$ cat src/fetch_consts.svh
// Fetch width, I-cache geometry, predictor size, reset PC and NOP encoding
`ifndef FETCH_CONSTS_SVH
`define FETCH_CONSTS_SVH

//////////////////////////////
// Bundle

`define FETCH_WIDTH        3            // Slots per bundle, oldest in slot 0

//////////////////////////////
// Instruction cache

`define ICACHE_LINE_BYTES  16           // Four words per line
`define ICACHE_LINES       32           // Direct mapped, 512 bytes total

//////////////////////////////
// Branch predictor

`define BP_ENTRIES         16           // BTB entries, indexed by PC word bits

//////////////////////////////
// Architectural constants

`define FETCH_RESET_PC     32'h0000_0000
`define NOP_INST           32'h0000_0013  // addi x0, x0, 0

`endif

$ cat src/fetch_pkg.sv
// Address, instruction, decode, bundle, predictor-update and memory packet types
`include "fetch_consts.svh"

package fetch_pkg;

    //////////////////////////////
    // Basic words

    typedef logic [31:0] addr_t;      // Byte address
    typedef logic [31:0] inst_t;      // One RV32I instruction
    typedef logic [4:0]  reg_idx_t;   // Architectural register

    //////////////////////////////
    // Decode fields

    typedef enum logic [1:0] {
        OPA_RS1,
        OPA_PC,
        OPA_ZERO                      // lui, immediate CSR forms
    } opa_sel_e;

    typedef enum logic [2:0] {
        OPB_RS2,
        OPB_I_IMM,
        OPB_S_IMM,
        OPB_B_IMM,
        OPB_U_IMM,
        OPB_J_IMM
    } opb_sel_e;

    typedef enum logic [3:0] {
        ALU_ADD,
        ALU_SUB,
        ALU_SLL,
        ALU_SLT,
        ALU_SLTU,
        ALU_XOR,
        ALU_SRL,
        ALU_SRA,
        ALU_OR,
        ALU_AND
    } alu_func_e;

    typedef struct packed {
        opa_sel_e  opa_sel;
        opb_sel_e  opb_sel;
        alu_func_e alu_func;
        logic      uses_rs1;
        logic      uses_rs2;
        logic      uses_rd;
        reg_idx_t  rs1;
        reg_idx_t  rs2;
        reg_idx_t  rd;                // Zero when uses_rd is low
        logic      rd_mem;            // Load
        logic      wr_mem;            // Store
        logic      cond_branch;
        logic      uncond_branch;     // jal, jalr
        logic      csr_op;
        logic      halt;              // ecall, ebreak
        logic      mult;
        logic      illegal;
    } decode_t;

    //////////////////////////////
    // Fetch to dispatch

    typedef struct packed {
        logic    valid;
        addr_t   pc;
        inst_t   inst;
        decode_t decode;
    } fetch_slot_t;

    typedef fetch_slot_t [`FETCH_WIDTH-1:0] fetch_bundle_t;  // Index 0 is oldest

    // Resolved branch from the back end
    typedef struct packed {
        logic  valid;
        addr_t pc;
        logic  taken;
        addr_t target;
    } bp_update_t;

    //////////////////////////////
    // Memory port

    typedef logic [31:0]                      mem_req_t;   // Line aligned address
    typedef logic [`ICACHE_LINE_BYTES*8-1:0]  mem_line_t;

endpackage

$ cat src/branch_predictor.sv
// BTB with 2-bit bimodal counters, FETCH_WIDTH query ports and one update port
`timescale 1ns/1ns
`include "fetch_consts.svh"

module branch_predictor import fetch_pkg::*; (
    input  logic                     clock,
    input  logic                     reset,
    input  addr_t [`FETCH_WIDTH-1:0] query_pc,
    input  bp_update_t               update,
    output logic  [`FETCH_WIDTH-1:0] pred_taken,
    output addr_t [`FETCH_WIDTH-1:0] pred_target
);
    localparam int IDX_BITS = $clog2(`BP_ENTRIES);
    localparam int TAG_BITS = 32 - IDX_BITS - 2;   // Word aligned PCs

    logic [`BP_ENTRIES-1:0] entry_valid;
    logic [TAG_BITS-1:0]    entry_tag    [`BP_ENTRIES];
    addr_t                  entry_target [`BP_ENTRIES];
    logic [1:0]             entry_ctr    [`BP_ENTRIES];   // 0,1 not taken; 2,3 taken
    logic [IDX_BITS-1:0]    upd_idx;
    logic [TAG_BITS-1:0]    upd_tag;
    logic                   upd_hit;

    //////////////////////////////
    // Query ports

    for (genvar k = 0; k < `FETCH_WIDTH; k++) begin : g_query
        logic [IDX_BITS-1:0] q_idx;
        logic                q_hit;

        assign q_idx          = query_pc[k][IDX_BITS+1:2];
        assign q_hit          = entry_valid[q_idx] &&
                                (entry_tag[q_idx] == query_pc[k][31 -: TAG_BITS]);
        assign pred_taken[k]  = q_hit && entry_ctr[q_idx][1];   // Counter >= 2
        assign pred_target[k] = entry_target[q_idx];
    end

    //////////////////////////////
    // Update port

    assign upd_idx = update.pc[IDX_BITS+1:2];
    assign upd_tag = update.pc[31 -: TAG_BITS];
    assign upd_hit = entry_valid[upd_idx] && (entry_tag[upd_idx] == upd_tag);

    always_ff @(posedge clock) begin
        if (reset)             entry_valid          <= '0;
        else if (update.valid) entry_valid[upd_idx] <= 1'b1;
    end

    always_ff @(posedge clock) begin
        if (update.valid) begin
            entry_tag[upd_idx]    <= upd_tag;
            entry_target[upd_idx] <= update.target;   // Latest target wins
            if (!upd_hit) begin
                entry_ctr[upd_idx] <= update.taken ? 2'd2 : 2'd1;   // Weak start
            end else if (update.taken && entry_ctr[upd_idx] != 2'd3) begin
                entry_ctr[upd_idx] <= entry_ctr[upd_idx] + 2'd1;
            end else if (!update.taken && entry_ctr[upd_idx] != 2'd0) begin
                entry_ctr[upd_idx] <= entry_ctr[upd_idx] - 2'd1;
            end
        end
    end

endmodule

$ cat config.mk
export PLATFORM = sky130hd
export DESIGN_NAME = branch_predictor
export DESIGN_NICKNAME = d
export VERILOG_FILES = /design/src/fetch_pkg.sv /design/src/branch_predictor.sv
export VERILOG_INCLUDE_DIRS = /design/src
export SDC_FILE = /design/constraint.sdc
export NUM_CORES = 1
export LEC_CHECK = 0
export CAP_MARGIN = 20
export CORE_UTILIZATION = 59
export CTS_CLUSTER_DIAMETER = 200
export DETAILED_ROUTE_END_ITERATION = 6
export DONT_BUFFER_PORTS = 1
export PLACE_DENSITY = 0.78
export SYNTH_ARGS = -nofsm -noshare
export SYNTH_HDL_FRONTEND = slang
export SYNTH_SLANG_ARGS = --single-unit
$ cat constraint.sdc
create_clock -name clock -period 8.68 [get_ports clock]
set_input_delay 0.868 -clock clock [delete_from_list [all_inputs] [get_ports clock]]
set_output_delay 0.868 -clock clock [all_outputs]
set_load 0.01 [all_outputs]
==> results.toml <==
[worst_setup_path]
reg2reg_slack_ps = 4860
r2r-start = "entry_tag[11][13]"
r2r-end = "entry_ctr[10][1]"
slowest_stage = "nor4_1"
startpoint_type = "primary input"
crit_required_ps = 7810
worstSetupEndpointType = "primary output"
worstPathMaxFanout = 218
cp_cell_sequence = "mux4_2 > mux4_2 > xor2_1 > nor4_1 > nand4_1 > nor4_1"
critPathArrivalTime_ps = 4940
max_stage_delay_ps = 850
critPathKind = "in -> out"
r2r_cells = 8

[synthesis]
synth_common_cells = "mux4_2, edfxtp_1, clkbuf_1"
synthTopCellsByArea = "edfxtp_1, mux4_2, mux2i_1"
syn_nets = 2904
synth_area_leader_cell = "edfxtp_1"
yosysMostFrequentCell = "mux4_2"
synthesis.instances = 2738
synth_area_um2 = 56060
ys_seq_area_frac = 0.5200
synth_warnings = 0
async_flop_share = 0
ys_ff_latch = 976
yosysUniqueCellTypes = 67
ys.flop_type = "edfxtp_1"
synth_edf_count = 960
yosysTopAreaCellShare = 0.5142
avgSynthCellArea_um2 = 20.47

[place]
dp.cells = 3776
place.gp.congestion = 0.9499
dpl.hpwl_mm = 89.72
port_buffers = 0

[cts]
cts_max_level = 3
cts_hold_buf = 0
clk_pin_slew_ps = 60
cts_root_buf = "clkbuf_16"
clk_path_buf_depth = 3
post-cts-setup-buffer-count = 0
insertion_delay_ps = 670
cts_made_buffers = 102
cts_resized = 0
clock-sinks = 976
cts_tree = "built"

[final_layout]
drive_above_1_share = 0.4352
final_util = 0.6412
final-seq-area_um2 = 29150
multi_input_area_um2 = 25850
areaGrowthSynthToFinish_pct = 7.229
fillCellCount = 6047
final_nets = 2792
finalNonFillerCells = 3962

[power_and_ir_drop]
ir_drop_uv = 173.5
power_density_nw_per_um2 = 178.4
clkPwrFrac = 0.402
internal_power_mw = 8.386
leakagePower_nw = 18.27
seqPwrFrac = 0.499
swShare = 0.2179
total_power_mw = 10.72
p_comb_frac = 0.099
p_sw_mw = 2.336

[worst_hold_path]
min_path_type = "in -> reg"
min_path_cells = 1
hp-start = "reset"
holdPathEnd = "entry_valid[6]"

[timing]
fin_crit_ps = 5803
slew_headroom = 0.1737
fin_crit_sh = 0.6686
hold_violations = 0
worst_pin_slew_ps = 1240
grt_setup_unrepaired = "false"
max_freq_mhz = 172.3
fin_worst_skew_ps = 16.47
slew_violations = 0
finalSetupTns_ps = 0
setup_viol = 0

[route]
antenna_left = 0
wire_per_inst_um = 41.79
postRouteWirelength_mm = 165.6
vias_per_cell = 8.271
vias = 32770
drt_iter0_drc = 5465
drt-pass1-iter-count = 6
drc = 0

[die]
num_rows = 112
die_h_um = 310.2
initial_core_util = 0.5980
ios = 263
die_area_um2 = 96250
coreArea_um2 = 93750
fp.dieW_um = 310.2

[status]
status = "finished clean"

[global_route]
antenna_found_initial = 2
grt_overflow = 0
grt_pass1_vias = 33300
grt_max_degree = 239
grt_pass1_wl_mm = 238.7
track_usage = 0.3522

[flow_run]
cap_violations = 0
[per-stage QoR]
step	cell area [µm²]	hold WS [ps]	setup WS (ps)
after CTS	60110	239.7	3780
after detailed placement	56900	491.1	3896
after floorplan	56070	457.3	1350
after global routing	60110	259.0	3342
final	60110	288.2	2877
after global placement	56880	476.3	3860
[cell families (layout without fill, tap and decap cells)]
family          Yosys count  in the layout  share of synthesized area
compound gates           98             98                    0.01297
xor+xnor                101            101                    0.01591
fa+ha+maj                 2              2                  0.0004463
buf+inv                 265            234                    0.02085
flops                   976            976                     0.5200
mux                    1067           1067                     0.4088
other cells               0              1                          0
simple gates            229            229                    0.02103
[state kept, by name, indices dropped and copies added, names as in the netlist]
register,flops
entry_valid,16
entry_tag,416
entry_target,512
entry_ctr,32
[per-layer routing]
| layer | track usage | wire (µm) | vias to the layer above |
|---|---|---|---|
| met3 | 0.1052 | 23480 | 535 |
| li1 | - | - | 12200 |
| met4 | 0.1678 | 9059 | 2 |
| met2 | 0.5464 | 79600 | 2841 |
| met5 | 0 | 10 | - |
| met1 | 0.4619 | 53440 | 17190 |
[power groups by stage]
| stage | logic, mW | registers (mW) | clock network (mW) |
|---|---|---|---|
| floorplan | 1.02 | 5.42 | 0 |
| global placement | 1.03 | 5.43 | 0 |
| detailed placement | 1.04 | 5.44 | 0 |
| CTS | 1.05 | 5.35 | 4.33 |
| global route | 1.09 | 5.36 | 4.50 |
| finish | 1.07 | 5.35 | 4.31 |
[layout by cell type (no fill, tap or decap), types with 15 or more instances in the layout]
master | Yosys | layout
mux4_2 | 973 | 973
edfxtp_1 | 960 | 960
clkbuf_16 | 0 | 103
mux2i_1 | 78 | 78
xor2_1 | 55 | 55
xnor2_1 | 45 | 45
nand2_1 | 43 | 43
nor2_1 | 52 | 43
buf_4 | 4 | 33
clkinv_1 | 0 | 28
nand3_1 | 24 | 24
clkbuf_1 | 136 | 20
nor2b_1 | 18 | 18
nor4_1 | 18 | 17
nor3_1 | 22 | 16
o21ai_0 | 16 | 16
dfxtp_1 | 16 | 16
inv_1 | 15 | 15
nand4_1 | 15 | 15
clkinv_2 | 0 | 15
[worst max-delay path: cells and delay by family]
family | cells | cell delay [ps]
multiplexers | 2 | 1140
XOR/XNOR | 1 | 240
AND/OR/NAND/NOR | 3 | 2090
[worst max path at each step]
stage / end / startpoint / depth (start not counted) / slack [ps]
4_1_cts: pred_taken[0] / entry_tag[15][22] / 6 / 3780
3_3_place_gp: pred_taken[0] / query_pc[2] / 6 / 3860
2_1_floorplan: entry_ctr[6][0] / update[37] / 9 / 1350
5_1_grt: pred_taken[0] / query_pc[2] / 6 / 3340
6_report: pred_taken[0] / query_pc[3] / 6 / 2880
3_5_place_dp: pred_taken[0] / query_pc[2] / 6 / 3900
[final cells by class]
| class | count | share of cell area |
|---|---|---|
| inverters | 15 | 0.0009367 |
| well taps | 1254 | 0.02610 |
| flip-flops and latches | 976 | 0.4849 |
| clock inverters | 59 | 0.008638 |
| clock buffers | 126 | 0.04481 |
| diodes | 1 | 0.00004163 |
| multi-input cells | 1497 | 0.4301 |
| repair buffers | 34 | 0.004454 |
No activity file was read; power rests on OpenSTA's default activity.
