--- src/fetch_consts.svh ---
// Fetch width, I-cache geometry, predictor size, reset PC and NOP encoding
`ifndef FETCH_CONSTS_SVH
`define FETCH_CONSTS_SVH

//////////////////////////////
// Bundle

`define FETCH_WIDTH        3            // Slots per bundle, oldest in slot 0

//////////////////////////////
// Instruction cache

`define ICACHE_LINE_BYTES  16           // Four words per line
`define ICACHE_LINES       32           // Direct mapped, 512 bytes total

//////////////////////////////
// Branch predictor

`define BP_ENTRIES         16           // BTB entries, indexed by PC word bits

//////////////////////////////
// Architectural constants

`define FETCH_RESET_PC     32'h0000_0000
`define NOP_INST           32'h0000_0013  // addi x0, x0, 0

`endif

--- src/fetch_pkg.sv ---
// Address, instruction, decode, bundle, predictor-update and memory packet types
`include "fetch_consts.svh"

package fetch_pkg;

    //////////////////////////////
    // Basic words

    typedef logic [31:0] addr_t;      // Byte address
    typedef logic [31:0] inst_t;      // One RV32I instruction
    typedef logic [4:0]  reg_idx_t;   // Architectural register

    //////////////////////////////
    // Decode fields

    typedef enum logic [1:0] {
        OPA_RS1,
        OPA_PC,
        OPA_ZERO                      // lui, immediate CSR forms
    } opa_sel_e;

    typedef enum logic [2:0] {
        OPB_RS2,
        OPB_I_IMM,
        OPB_S_IMM,
        OPB_B_IMM,
        OPB_U_IMM,
        OPB_J_IMM
    } opb_sel_e;

    typedef enum logic [3:0] {
        ALU_ADD,
        ALU_SUB,
        ALU_SLL,
        ALU_SLT,
        ALU_SLTU,
        ALU_XOR,
        ALU_SRL,
        ALU_SRA,
        ALU_OR,
        ALU_AND
    } alu_func_e;

    typedef struct packed {
        opa_sel_e  opa_sel;
        opb_sel_e  opb_sel;
        alu_func_e alu_func;
        logic      uses_rs1;
        logic      uses_rs2;
        logic      uses_rd;
        reg_idx_t  rs1;
        reg_idx_t  rs2;
        reg_idx_t  rd;                // Zero when uses_rd is low
        logic      rd_mem;            // Load
        logic      wr_mem;            // Store
        logic      cond_branch;
        logic      uncond_branch;     // jal, jalr
        logic      csr_op;
        logic      halt;              // ecall, ebreak
        logic      mult;
        logic      illegal;
    } decode_t;

    //////////////////////////////
    // Fetch to dispatch

    typedef struct packed {
        logic    valid;
        addr_t   pc;
        inst_t   inst;
        decode_t decode;
    } fetch_slot_t;

    typedef fetch_slot_t [`FETCH_WIDTH-1:0] fetch_bundle_t;  // Index 0 is oldest

    // Resolved branch from the back end
    typedef struct packed {
        logic  valid;
        addr_t pc;
        logic  taken;
        addr_t target;
    } bp_update_t;

    //////////////////////////////
    // Memory port

    typedef logic [31:0]                      mem_req_t;   // Line aligned address
    typedef logic [`ICACHE_LINE_BYTES*8-1:0]  mem_line_t;

endpackage

--- src/icache.sv ---
// Direct-mapped instruction cache: combinational lookup, miss FSM, line refill
`timescale 1ns/1ns
`include "fetch_consts.svh"

module icache import fetch_pkg::*; (
    input  logic      clock,
    input  logic      reset,
    input  addr_t     lookup_pc,
    input  logic      abort,           // Drop a request not yet accepted
    output mem_line_t line_data,
    output logic      hit,
    output logic      mem_req_valid,
    output mem_req_t  mem_req,
    input  logic      mem_req_ready,
    input  logic      mem_resp_valid,
    input  mem_line_t mem_resp_data
);
    localparam int OFF_BITS = $clog2(`ICACHE_LINE_BYTES);
    localparam int IDX_BITS = $clog2(`ICACHE_LINES);
    localparam int TAG_BITS = 32 - OFF_BITS - IDX_BITS;

    typedef enum logic [1:0] {
        S_IDLE,                        // Serving hits, watching for a miss
        S_REQ,                         // Request on the port, waiting for ready
        S_WAIT                         // Accepted, waiting for the line
    } state_e;

    state_e                   state_q;
    state_e                   state_d;
    logic [`ICACHE_LINES-1:0] line_valid;
    logic [TAG_BITS-1:0]      tag_mem  [`ICACHE_LINES];
    mem_line_t                data_mem [`ICACHE_LINES];
    logic [IDX_BITS-1:0]      look_idx;
    logic [TAG_BITS-1:0]      look_tag;
    logic [IDX_BITS-1:0]      fill_idx;
    mem_req_t                 miss_addr;   // Line address of the outstanding miss
    logic                     fill;

    //////////////////////////////
    // Lookup

    assign look_idx  = lookup_pc[OFF_BITS +: IDX_BITS];
    assign look_tag  = lookup_pc[31 -: TAG_BITS];
    assign hit       = line_valid[look_idx] && (tag_mem[look_idx] == look_tag);
    assign line_data = data_mem[look_idx];

    //////////////////////////////
    // Miss handling

    assign fill_idx      = miss_addr[OFF_BITS +: IDX_BITS];
    assign fill          = (state_q == S_WAIT) && mem_resp_valid;
    assign mem_req_valid = (state_q == S_REQ);
    assign mem_req       = miss_addr;      // Held constant through S_REQ

    always_comb begin
        state_d = state_q;
        case (state_q)
            S_IDLE: begin
                if (!hit && !abort) state_d = S_REQ;
            end
            S_REQ: begin
                if (mem_req_ready) state_d = S_WAIT;     // Accepted even if abort
                else if (abort)    state_d = S_IDLE;
            end
            S_WAIT: begin
                if (mem_resp_valid) state_d = S_IDLE;    // Refill lands regardless of abort
            end
            default: state_d = S_IDLE;
        endcase
    end

    always_ff @(posedge clock) begin
        if (reset) state_q <= S_IDLE;
        else       state_q <= state_d;
    end

    // Capture the missing line address on entry to S_REQ
    always_ff @(posedge clock) begin
        if (state_q == S_IDLE && state_d == S_REQ) begin
            miss_addr <= {lookup_pc[31:OFF_BITS], {OFF_BITS{1'b0}}};
        end
    end

    //////////////////////////////
    // Arrays

    always_ff @(posedge clock) begin
        if (reset)     line_valid           <= '0;   // Cold cache
        else if (fill) line_valid[fill_idx] <= 1'b1;
    end

    always_ff @(posedge clock) begin
        if (fill) begin
            tag_mem[fill_idx]  <= miss_addr[31 -: TAG_BITS];
            data_mem[fill_idx] <= mem_resp_data;
        end
    end

endmodule

--- config.mk ---
export PLATFORM = sky130hd
export DESIGN_NAME = icache
export DESIGN_NICKNAME = d
export VERILOG_FILES = /design/src/fetch_pkg.sv /design/src/icache.sv
export VERILOG_INCLUDE_DIRS = /design/src
export SDC_FILE = /design/constraint.sdc
export NUM_CORES = 2
export LEC_CHECK = 0
export ABC_CLOCK_PERIOD_IN_PS = 11370
export BUFFER_PORTS_ARGS = -buffer_cell sky130_fd_sc_hd__buf_2
export CAP_MARGIN = 20
export CORE_UTILIZATION = 30
export DETAILED_ROUTE_END_ITERATION = 8
export PLACE_DENSITY = 0.44
export RECOVER_POWER = 25
export SLEW_MARGIN = 20
export SYNTH_ARGS = -nofsm -noshare
export SYNTH_HDL_FRONTEND = slang
export SYNTH_MEMORY_MAX_BITS = 65536
export SYNTH_SLANG_ARGS = --single-unit
export TNS_END_PERCENT = 50
--- constraint.sdc ---
create_clock -name clock -period 11.37 [get_ports clock]
set_input_delay 1.137 -clock clock [delete_from_list [all_inputs] [get_ports clock]]
set_output_delay 1.137 -clock clock [all_outputs]
set_load 0.1 [all_outputs]
==> qor.yml <==
power_and_ir_drop:
  seq_power_share_pct: 50.4
  combPwrFrac_pct: 5.3
  p_leak_nw: 66.73
  vdd_drop_max_v: 0.0001760
  p_clk_share_pct: 44.3
  switching_power_mw: 8.928
  internal_power_mw: 30.51
  powerDensity_nw_per_um2: 182.6
  switching_share_pct: 22.64
  p_total_mw: 39.44
logic_synthesis:
  synth.cell_area_um2: 185800
  synth_top_flop_cell: "edfxtp_1"
  yosysTopAreaCell: "edfxtp_1"
  synthMuxAreaShare_pct: 17.87
  yosysMostFrequentCell: "edfxtp_1"
  avgSynthCellArea_um2: 24.16
  synth_edf_count: 4860
  synth_xor_area_share_pct: 0.1084
  yosysWarnings: 0
  yosysTopAreaCellShare_pct: 78.56
  synth_compound_area_share_pct: 0.6432
  synth_cell_types: 57
  async_flop_share_pct: 0
  netlist_instances: 7690
  synth_top_family_by_area: "multiplexers"
  yosys.area_share.simple_pct: 1.449
  synth.ff_latch_count: 4894
  synth-adder-area-share_pct: 0
  ys_seq_area_share_pct: 78.92
  yosys-top-cells-area: "edfxtp_1 79%, mux4_2 17%, nand2_1 0.85%"
  synthTopCellsByCount: "4,860 x edfxtp_1, 1,403 x mux4_2, 422 x nand2_1"
global_routing:
  antenna_found_initial: 94
  grt_max_degree: 145
  grtUsageMet3_pct: 2.832
  top_usage_layer: "met2"
  grt_usage_pct: 17.22
  grt_pass1_wl_um: 753900
  met1_usage_pct: 24.26
  overflow: 0
  grt_pass1_vias: 91336
  grt_util_met2_pct: 28.33
drt:
  detail_route.wl_per_cell_um: 32.24
  wirelength_um: 547000
  postRouteAntennaNets: 0
  vias_per_cell: 5.118
  drcViolationCount: 0
  vias: 86839
  firstDrtPassIters: 5
  drt-initial-drc-count: 8718
place:
  placedCellCount: 15950
  gp_congestion: 0.7185
  portBuffers: 318
  dp_hpwl_um: 271500
  dpl-instance-area_um2: 198100
  post-place-ws_ns: 3.787
die:
  die-area_um2: 622400
  io-pin-count: 327
  rows: 288
  die_h_um: 788.9
  initial_core_util_pct: 30.17
  die_x_um: 788.9
  core-area_um2: 615800
clocking:
  worstSkewPairLatency_ns: 1.08
  cts_root_buf: "clkbuf_16"
  cts_inserted_buffers: 557
  hold_buffers: 0
  cts_resized: 0
  path_clk_slew_ns: 0.06
  postCtsSetupBuffers: 0
  htree_levels: 6
  cts_tree: "yes"
  cts.sinks: 4894
  cts_max_path_buffers: 4
timing:
  worst_slew_pin_slew_ns: 1.355
  rsz0062_at_grt: "false"
  setup_slack_ns: 3.965
  hold_viol: 0
  tns_ns: 0
  slew_headroom_pct: 9.653
  fin_crit_ns: 7.405
  period_share_pct: 65.13
  max_freq_ghz: 0.1350
  slew_violations: 0
  clock_skew_ns: 0.07674
  setup_viol: 0
setup_path:
  crit_fanout: 90
  cp_data_required_time_ns: 10.23
  cp.arrival_ns: 6.27
  cp-start-kind: "input pin"
  end_kind: "output pin"
  path_class: "input pin to output pin"
job:
  max_cap_viol_count: 0
final_layout:
  stdcell_count: 16969
  nets: 8566
  fin_area_um2: 216000
  n_fill_cell: 56343
  drive_gt1_share_pct: 29.84
  syn_to_final_growth_pct: 16.26
status:
  status: "complete, no violations"
hold_path:
  hp-class: "input pin to flip-flop"
## through the flow
step | util [%] | hold slack, ns
after floorplan | - | 0.4348
after global placement | 32.16 | 0.4539
after detailed placement | 32.17 | 0.4583
after CTS | 35.06 | 0.1695
after global routing | 35.07 | 0.2254
final | 35.07 | 0.2968
## metal layers
| metal | routed length, um | part of all wire (%) |
|---|---|---|
| met1 | 239900 | 44 |
| met2 | 264400 | 48 |
| met3 | 31180 | 5.7 |
| met4 | 11450 | 2.1 |
| met5 | 167 | 0.031 |
## critical path: stages
cell and delay [ns]:
buf_12 0.36, buf_4 0.80, buf_4 0.81, buf_4 0.91, mux4_2 0.42, mux4_2 0.47
nand2_1 0.08, nand2_1 0.30, buf_2 0.42
## registers in the layout, summed over array words and instances, names as in the netlist
register,count
data_mem,4096
line_valid,32
mem_req,28
state_q,2
tag_mem,736
## worst paths after layout
path / from / to / slack [ns] / cells past startpoint
worst max-delay path: lookup_pc[5] / line_data[41] / 3.96 / 9
worst min-delay path: lookup_pc[19] / mem_req[19] / 0.30 / 1
worst max register to register: state_q[1] / data_mem[8][122] / 6.42 / 6
worst min register to register: line_valid[24] / line_valid[24] / 0.47 / 2
## final cells by class
cell class	instances	area [um^2]	area share [%]
Sequential cell	4894	146600	67.89
Multi-Input combinational cell	2398	37570	17.40
Clock buffer	686	14560	6.741
Tap cell	8120	10160	4.704
Timing Repair Buffer	546	3819	1.768
Clock inverter	310	3203	1.483
Antenna cell	11	27.53	0.01274
Inverter	4	22.52	0.01043
## cell families after synthesis
logic type                Yosys count
other                               1
DFF                              4894
muxes                            1563
buffers and inverters             401
xor gates and xnor gates           23
AOI/OAI and AO/OA                 154
and+or+nand+nor                   654
## cell usage in the layout, fill, tap and decap left out, types with 13 or more instances in the layout
master         n
nand2_1      422
buf_4        173
mux4_2      1403
dfxtp_1       34
mux2i_1      154
clkinv_16     22
bufinv_16     35
buf_12        38
a22oi_1       53
clkinvlp_4    19
nor2b_1       15
clkinv_2      78
xnor2_1       13
clkbuf_16    563
edfxtp_1    4860
buf_2        195
clkinv_1     121
nor2_4        32
a22o_1        17
buf_8         16
clkbuf_1     240
nor2_1        94
nand3_1       33
## power by group through the flow
stage          Combinational, mW  Sequential (mW)  Clock, mW
6_report                    2.09             19.9       17.5
5_1_grt                     2.22             19.9       18.5
4_1_cts                     2.13             19.9       17.9
3_5_place_dp                2.12             20.3          0
3_3_place_gp                2.10             20.3          0
2_1_floorplan               1.33             20.3          0
(Power assumes the default switching activity.)
