## src/fetch_consts.svh

```systemverilog
// Fetch width, I-cache geometry, predictor size, reset PC and NOP encoding
`ifndef FETCH_CONSTS_SVH
`define FETCH_CONSTS_SVH

//////////////////////////////
// Bundle

`define FETCH_WIDTH        3            // Slots per bundle, oldest in slot 0

//////////////////////////////
// Instruction cache

`define ICACHE_LINE_BYTES  16           // Four words per line
`define ICACHE_LINES       32           // Direct mapped, 512 bytes total

//////////////////////////////
// Branch predictor

`define BP_ENTRIES         16           // BTB entries, indexed by PC word bits

//////////////////////////////
// Architectural constants

`define FETCH_RESET_PC     32'h0000_0000
`define NOP_INST           32'h0000_0013  // addi x0, x0, 0

`endif

```

## src/fetch_pkg.sv

```systemverilog
// Address, instruction, decode, bundle, predictor-update and memory packet types
`include "fetch_consts.svh"

package fetch_pkg;

    //////////////////////////////
    // Basic words

    typedef logic [31:0] addr_t;      // Byte address
    typedef logic [31:0] inst_t;      // One RV32I instruction
    typedef logic [4:0]  reg_idx_t;   // Architectural register

    //////////////////////////////
    // Decode fields

    typedef enum logic [1:0] {
        OPA_RS1,
        OPA_PC,
        OPA_ZERO                      // lui, immediate CSR forms
    } opa_sel_e;

    typedef enum logic [2:0] {
        OPB_RS2,
        OPB_I_IMM,
        OPB_S_IMM,
        OPB_B_IMM,
        OPB_U_IMM,
        OPB_J_IMM
    } opb_sel_e;

    typedef enum logic [3:0] {
        ALU_ADD,
        ALU_SUB,
        ALU_SLL,
        ALU_SLT,
        ALU_SLTU,
        ALU_XOR,
        ALU_SRL,
        ALU_SRA,
        ALU_OR,
        ALU_AND
    } alu_func_e;

    typedef struct packed {
        opa_sel_e  opa_sel;
        opb_sel_e  opb_sel;
        alu_func_e alu_func;
        logic      uses_rs1;
        logic      uses_rs2;
        logic      uses_rd;
        reg_idx_t  rs1;
        reg_idx_t  rs2;
        reg_idx_t  rd;                // Zero when uses_rd is low
        logic      rd_mem;            // Load
        logic      wr_mem;            // Store
        logic      cond_branch;
        logic      uncond_branch;     // jal, jalr
        logic      csr_op;
        logic      halt;              // ecall, ebreak
        logic      mult;
        logic      illegal;
    } decode_t;

    //////////////////////////////
    // Fetch to dispatch

    typedef struct packed {
        logic    valid;
        addr_t   pc;
        inst_t   inst;
        decode_t decode;
    } fetch_slot_t;

    typedef fetch_slot_t [`FETCH_WIDTH-1:0] fetch_bundle_t;  // Index 0 is oldest

    // Resolved branch from the back end
    typedef struct packed {
        logic  valid;
        addr_t pc;
        logic  taken;
        addr_t target;
    } bp_update_t;

    //////////////////////////////
    // Memory port

    typedef logic [31:0]                      mem_req_t;   // Line aligned address
    typedef logic [`ICACHE_LINE_BYTES*8-1:0]  mem_line_t;

endpackage

```

## src/inst_decoder.sv

```systemverilog
// Partial RV32I decoder for one fetch slot
`timescale 1ns/1ns

module inst_decoder import fetch_pkg::*; (
    input  inst_t   inst,
    output decode_t decode
);
    // Major opcodes
    localparam logic [6:0] OP_LUI    = 7'b0110111;
    localparam logic [6:0] OP_AUIPC  = 7'b0010111;
    localparam logic [6:0] OP_JAL    = 7'b1101111;
    localparam logic [6:0] OP_JALR   = 7'b1100111;
    localparam logic [6:0] OP_BRANCH = 7'b1100011;
    localparam logic [6:0] OP_LOAD   = 7'b0000011;
    localparam logic [6:0] OP_STORE  = 7'b0100011;
    localparam logic [6:0] OP_IMM    = 7'b0010011;
    localparam logic [6:0] OP_REG    = 7'b0110011;
    localparam logic [6:0] OP_FENCE  = 7'b0001111;
    localparam logic [6:0] OP_SYSTEM = 7'b1110011;

    logic [6:0] opcode;
    logic [2:0] funct3;
    logic [6:0] funct7;

    assign opcode = inst[6:0];
    assign funct3 = inst[14:12];
    assign funct7 = inst[31:25];

    // funct3 to ALU op, alt selects SUB or SRA
    function automatic alu_func_e arith_func(input logic [2:0] f3, input logic alt);
        case (f3)
            3'b000:  return alt ? ALU_SUB : ALU_ADD;
            3'b001:  return ALU_SLL;
            3'b010:  return ALU_SLT;
            3'b011:  return ALU_SLTU;
            3'b100:  return ALU_XOR;
            3'b101:  return alt ? ALU_SRA : ALU_SRL;
            3'b110:  return ALU_OR;
            default: return ALU_AND;
        endcase
    endfunction

    always_comb begin
        decode          = '0;          // No rd, no class flags
        decode.opa_sel  = OPA_ZERO;
        decode.opb_sel  = OPB_I_IMM;
        decode.alu_func = ALU_ADD;     // Address and link arithmetic
        case (opcode)
            OP_LUI: begin
                decode.opb_sel = OPB_U_IMM;
                decode.uses_rd = 1'b1;
            end
            OP_AUIPC: begin
                decode.opa_sel = OPA_PC;
                decode.opb_sel = OPB_U_IMM;
                decode.uses_rd = 1'b1;
            end
            OP_JAL: begin
                decode.opa_sel       = OPA_PC;
                decode.opb_sel       = OPB_J_IMM;
                decode.uses_rd       = 1'b1;
                decode.uncond_branch = 1'b1;
            end
            OP_JALR: begin
                decode.opa_sel       = OPA_RS1;
                decode.uses_rd       = 1'b1;
                decode.uncond_branch = 1'b1;
                decode.illegal       = (funct3 != 3'b000);
            end
            OP_BRANCH: begin
                decode.opa_sel     = OPA_PC;            // Target is PC relative
                decode.opb_sel     = OPB_B_IMM;
                decode.cond_branch = 1'b1;
                decode.illegal     = (funct3[2:1] == 2'b01);
            end
            OP_LOAD: begin
                decode.opa_sel = OPA_RS1;
                decode.uses_rd = 1'b1;
                decode.rd_mem  = 1'b1;
                decode.illegal = (funct3 == 3'b011) || (funct3[2:1] == 2'b11);
            end
            OP_STORE: begin
                decode.opa_sel = OPA_RS1;
                decode.opb_sel = OPB_S_IMM;
                decode.wr_mem  = 1'b1;
                decode.illegal = funct3[2] || (funct3 == 3'b011);
            end
            OP_IMM: begin
                decode.opa_sel  = OPA_RS1;
                decode.uses_rd  = 1'b1;
                decode.alu_func = arith_func(funct3, (funct3 == 3'b101) && funct7[5]);
                // Shift amounts are five bits, upper funct7 must be clean
                decode.illegal  = (funct3 == 3'b001 && funct7 != 7'h00) ||
                                  (funct3 == 3'b101 && (funct7 & 7'b1011111) != 7'h00);
            end
            OP_REG: begin
                decode.opa_sel  = OPA_RS1;
                decode.opb_sel  = OPB_RS2;
                decode.uses_rd  = 1'b1;
                decode.alu_func = arith_func(funct3, funct7[5]);
                decode.mult     = (funct7 == 7'h01);   // M extension, not executed here
                decode.illegal  = !(funct7 == 7'h00 || funct7 == 7'h01 ||
                                    (funct7 == 7'h20 && (funct3 == 3'b000 || funct3 == 3'b101)));
            end
            OP_FENCE: ;                                // Ordering only, no operands
            OP_SYSTEM: begin
                if (funct3 == 3'b000) begin
                    decode.halt    = 1'b1;             // ecall, ebreak
                    decode.illegal = (inst[31:21] != '0) || (inst[19:7] != '0);
                end else begin
                    decode.opa_sel = funct3[2] ? OPA_ZERO : OPA_RS1;   // csrr*i uses uimm
                    decode.uses_rd = 1'b1;
                    decode.csr_op  = 1'b1;
                    decode.illegal = (funct3 == 3'b100);
                end
            end
            default: decode.illegal = 1'b1;
        endcase

        if (decode.illegal) begin
            decode.uses_rd = 1'b0;
        end
        // Branches and stores read registers outside the operand selects
        decode.uses_rs1 = !decode.illegal && (decode.opa_sel == OPA_RS1 || decode.cond_branch);
        decode.uses_rs2 = !decode.illegal &&
                          (decode.opb_sel == OPB_RS2 || decode.wr_mem || decode.cond_branch);
        decode.rs1      = inst[19:15];
        decode.rs2      = inst[24:20];
        decode.rd       = decode.uses_rd ? inst[11:7] : '0;
    end

endmodule

```

## config.mk

```make
export PLATFORM = sky130hd
export DESIGN_NAME = inst_decoder
export DESIGN_NICKNAME = d
export VERILOG_FILES = /design/src/fetch_pkg.sv /design/src/inst_decoder.sv
export VERILOG_INCLUDE_DIRS = /design/src
export SDC_FILE = /design/constraint.sdc
export NUM_CORES = 1
export LEC_CHECK = 0
export CAP_MARGIN = 10
export CORE_UTILIZATION = 56
export DETAILED_ROUTE_END_ITERATION = 8
export DONT_BUFFER_PORTS = 1
export PLACE_DENSITY = 0.71
export SYNTH_ARGS = -nofsm -noshare
export SYNTH_HDL_FRONTEND = slang
export SYNTH_SLANG_ARGS = --single-unit
```

## constraint.sdc

```tcl
create_clock -name vclk -period 4.64
set_input_delay 0.696 -clock vclk [all_inputs]
set_output_delay 0.696 -clock vclk [all_outputs]
set_load 0.005 [all_outputs]
```

==> impl.org <==
** Outcome
- Status :: finished, final reports clean

** Floorplanning
- IO Pins :: 67
- # rows :: 12
- Die outline height :: 38.74 µm
- In this run the horizontal extent of the chip is 38.74 µm.
- Area of the placeable core :: 0.001186 mm²
- For this configuration, the core starts out at a cell density of 0.6371.
- Floorplan die area :: 0.001500 mm²

** Drt
- In the routed design, unresolved DRC markers number 0.
- In this run the remaining antenna-violating nets after routing total 0.
- For this block, the initial DRC count from the detailed router was 21.
- Detailed routing inserted a total of 801 vias.
- Post-detailed-route via-to-cell ratio :: 6.788
- The first detailed-routing pass took 4 iterations.
- Post-detailed-routing wire length :: 1.876 mm
- Wire length per cell :: 15.90 µm

** Synthesis
- Synth top area cells :: buf_4 (11%), nor2_1 (8.4%), nor3_1 (7.3%)
- Yosys top cell area share :: 0.1093
- Count of cell types in the netlist :: 37
- Syn Inst Count :: 121
- buf_4 takes more of the synthesized area than any other cell.
- Counting instances in the post-synthesis netlist gives the leading cell types as nor2_1 (17), nand2_1 (13), buf_4 (11), nor3_1 (11), a21oi_1 (9).
- Sequential element share of the synthesized area :: 0
- By instance count, the leading cell after synthesis is nor2_1.
- Post-Syn Area per Cell :: 6.246 µm²
- Synthesis produced a netlist with a net count of 153.
- Number of warning messages in the yosys log :: 0
- Summing every instance area after synthesis gives 755.7 µm².

** Finish
- Layout cells sized above 1 :: 0.07692
- The clock buffers instantiated in the layout total 0.
- Count of antenna diodes in the layout :: 0
- Layout Utilization :: 0.5580
- Layout sequential cell count :: 0
- Relative to the synthesized area, the layout overhead comes to -12.42%.
- After routing the design area is 661.9 µm².
- Registers take 0 µm².
- Final nets :: 138
- Post-Layout Cell Count :: 118

** Setup path
- Critical path capture point type :: output pin
- The worst setup path is of the input port to output pin kind.
- STA puts the critical path data required time at 3.94 ns.
- Critical path data arrival time :: 1.89 ns
- The worst setup path is launched from an input port.
- Worst-path maximum fanout :: 9

** Placement
- Detail Placement HPWL :: 1.549 mm
- Once placement completed, the tool counted placed cells totaling 118.
- Total of buffers placed on input and output ports :: 0
- At the end of routability-driven placement, the weighted congestion stood at 0.9074.
- In this run the cell area measured after placement is 661.9 µm².

** Flow run
- The tool flagged a number of max-cap violations equal to 0.

** CTS
- Post-CTS Resized :: 0
- Once the clock tree was built, the setup fixing pass inserted 0 buffers.
- For this design, the CTS-stage hold fixing added 0 buffers.

** Timing
- After routing, the total negative slack on setup checks comes to 0 ns.
- Unrepaired setup endpoints after global routing :: false
- The worst path needs 2.581 ns of the cycle, external delays included.
- Slew at the pin with the worst max-slew slack :: 0.5126 ns
- Final critical-path share of the clock period :: 0.5563
- Number of pins with negative max-slew slack in the final report :: 0
- Setup violators final :: 0
- In this run the tightest slew margin relative to its limit is 0.6564.
- The final count of hold timing violations is 0.
- Based on the critical path, the design can be clocked at up to 387.4 MHz.

** GRT
- The first global-routing pass estimated 2.670 mm of wire.
- Largest net degree at the start of global routing :: 15
- The number of antenna violations at the first check in global routing is 0.
- The via count of the first global-routing pass was 641.
- Total congestion overflow :: 0
- In the global route stage, overall resource usage came out at 0.2414.

** Power
- Power spread over the standard cell area amounts to 50.72 mW/mm².
- Internal power comes to 15.23 µW.
- Switching power :: 18.33 µW
- The share of total power dissipated in combinational logic is 1.000.
- Sequential group share of total power :: 0
- Clock share of power :: 0
- Leakage power of the design :: 0.1911 nW
- Highest ir drop seen on vdd :: 0.03060 mV
- Switching Fraction :: 0.5462

** Worst hold path
- The worst hold path belongs to the class input port to output pin.
## placed cells by master (no fill, tap or decap), drive strengths merged, types with 2 or more instances in the layout
cell type  count
nand2         13
inv            4
a211oi         3
or4            2
nor2          17
nand3b         2
nor4           7
and2           3
a21oi          9
or2            2
o21ai          3
nand2b         6
nor3          12
nor3b          2
nand3          4
## metal layers
metal	GRT usage	wire length, µm	vias to the layer above
met2	0.4167	889	55
li1	-	-	400
met4	0.008621	0	0
met3	0.005780	176	0
met1	0.3446	810	346
met5	0	0	-
## cell families (layout without fill, tap and decap cells)
family | count (synthesis) | in the layout | synth area share
AO/OA/AOI/OAI | 26 | 26 | 0.2748
AND/OR/NAND/NOR | 73 | 73 | 0.5463
buffers and inverters | 21 | 4 | 0.1672
XOR/XNOR | 1 | 1 | 0.01159
## metrics by stage
step,setup slack [ns],power [mW],hold slack [ns]
2_1_floorplan,2.111,0.04337,1.427
3_3_place_gp,2.064,0.03273,1.392
3_5_place_dp,2.039,0.03330,1.392
4_1_cts,2.046,0.03343,1.392
5_1_grt,1.915,0.03762,1.392
6_report,2.059,0.03357,1.392
## layout make-up
class,count,area [µm²]
multi-input combinational,100,629.4
fill,123,524.3
tap,14,17.52
inverter,4,15.01
## final timing paths
check	depth (start not counted)	slack (ns)	endpoint	startpoint
setup / recovery	5	2.06	decode[23]	inst[26]
hold / removal	0	1.39	decode[13]	inst[20]
## critical path, cell delays in order
cell	delay (ns)
nor4_4	0.29
nand2b_2	0.13
nor4_4	0.31
o311ai_4	0.18
nor3b_1	0.28
## power groups by stage
stage | clock network, mW | registers [mW] | logic (mW)
6_report | 0 | 0 | 0.0336
5_1_grt | 0 | 0 | 0.0376
4_1_cts | 0 | 0 | 0.0334
3_5_place_dp | 0 | 0 | 0.0333
3_3_place_gp | 0 | 0 | 0.0327
2_1_floorplan | 0 | 0 | 0.0434
Power figures use the tool's default switching activity.
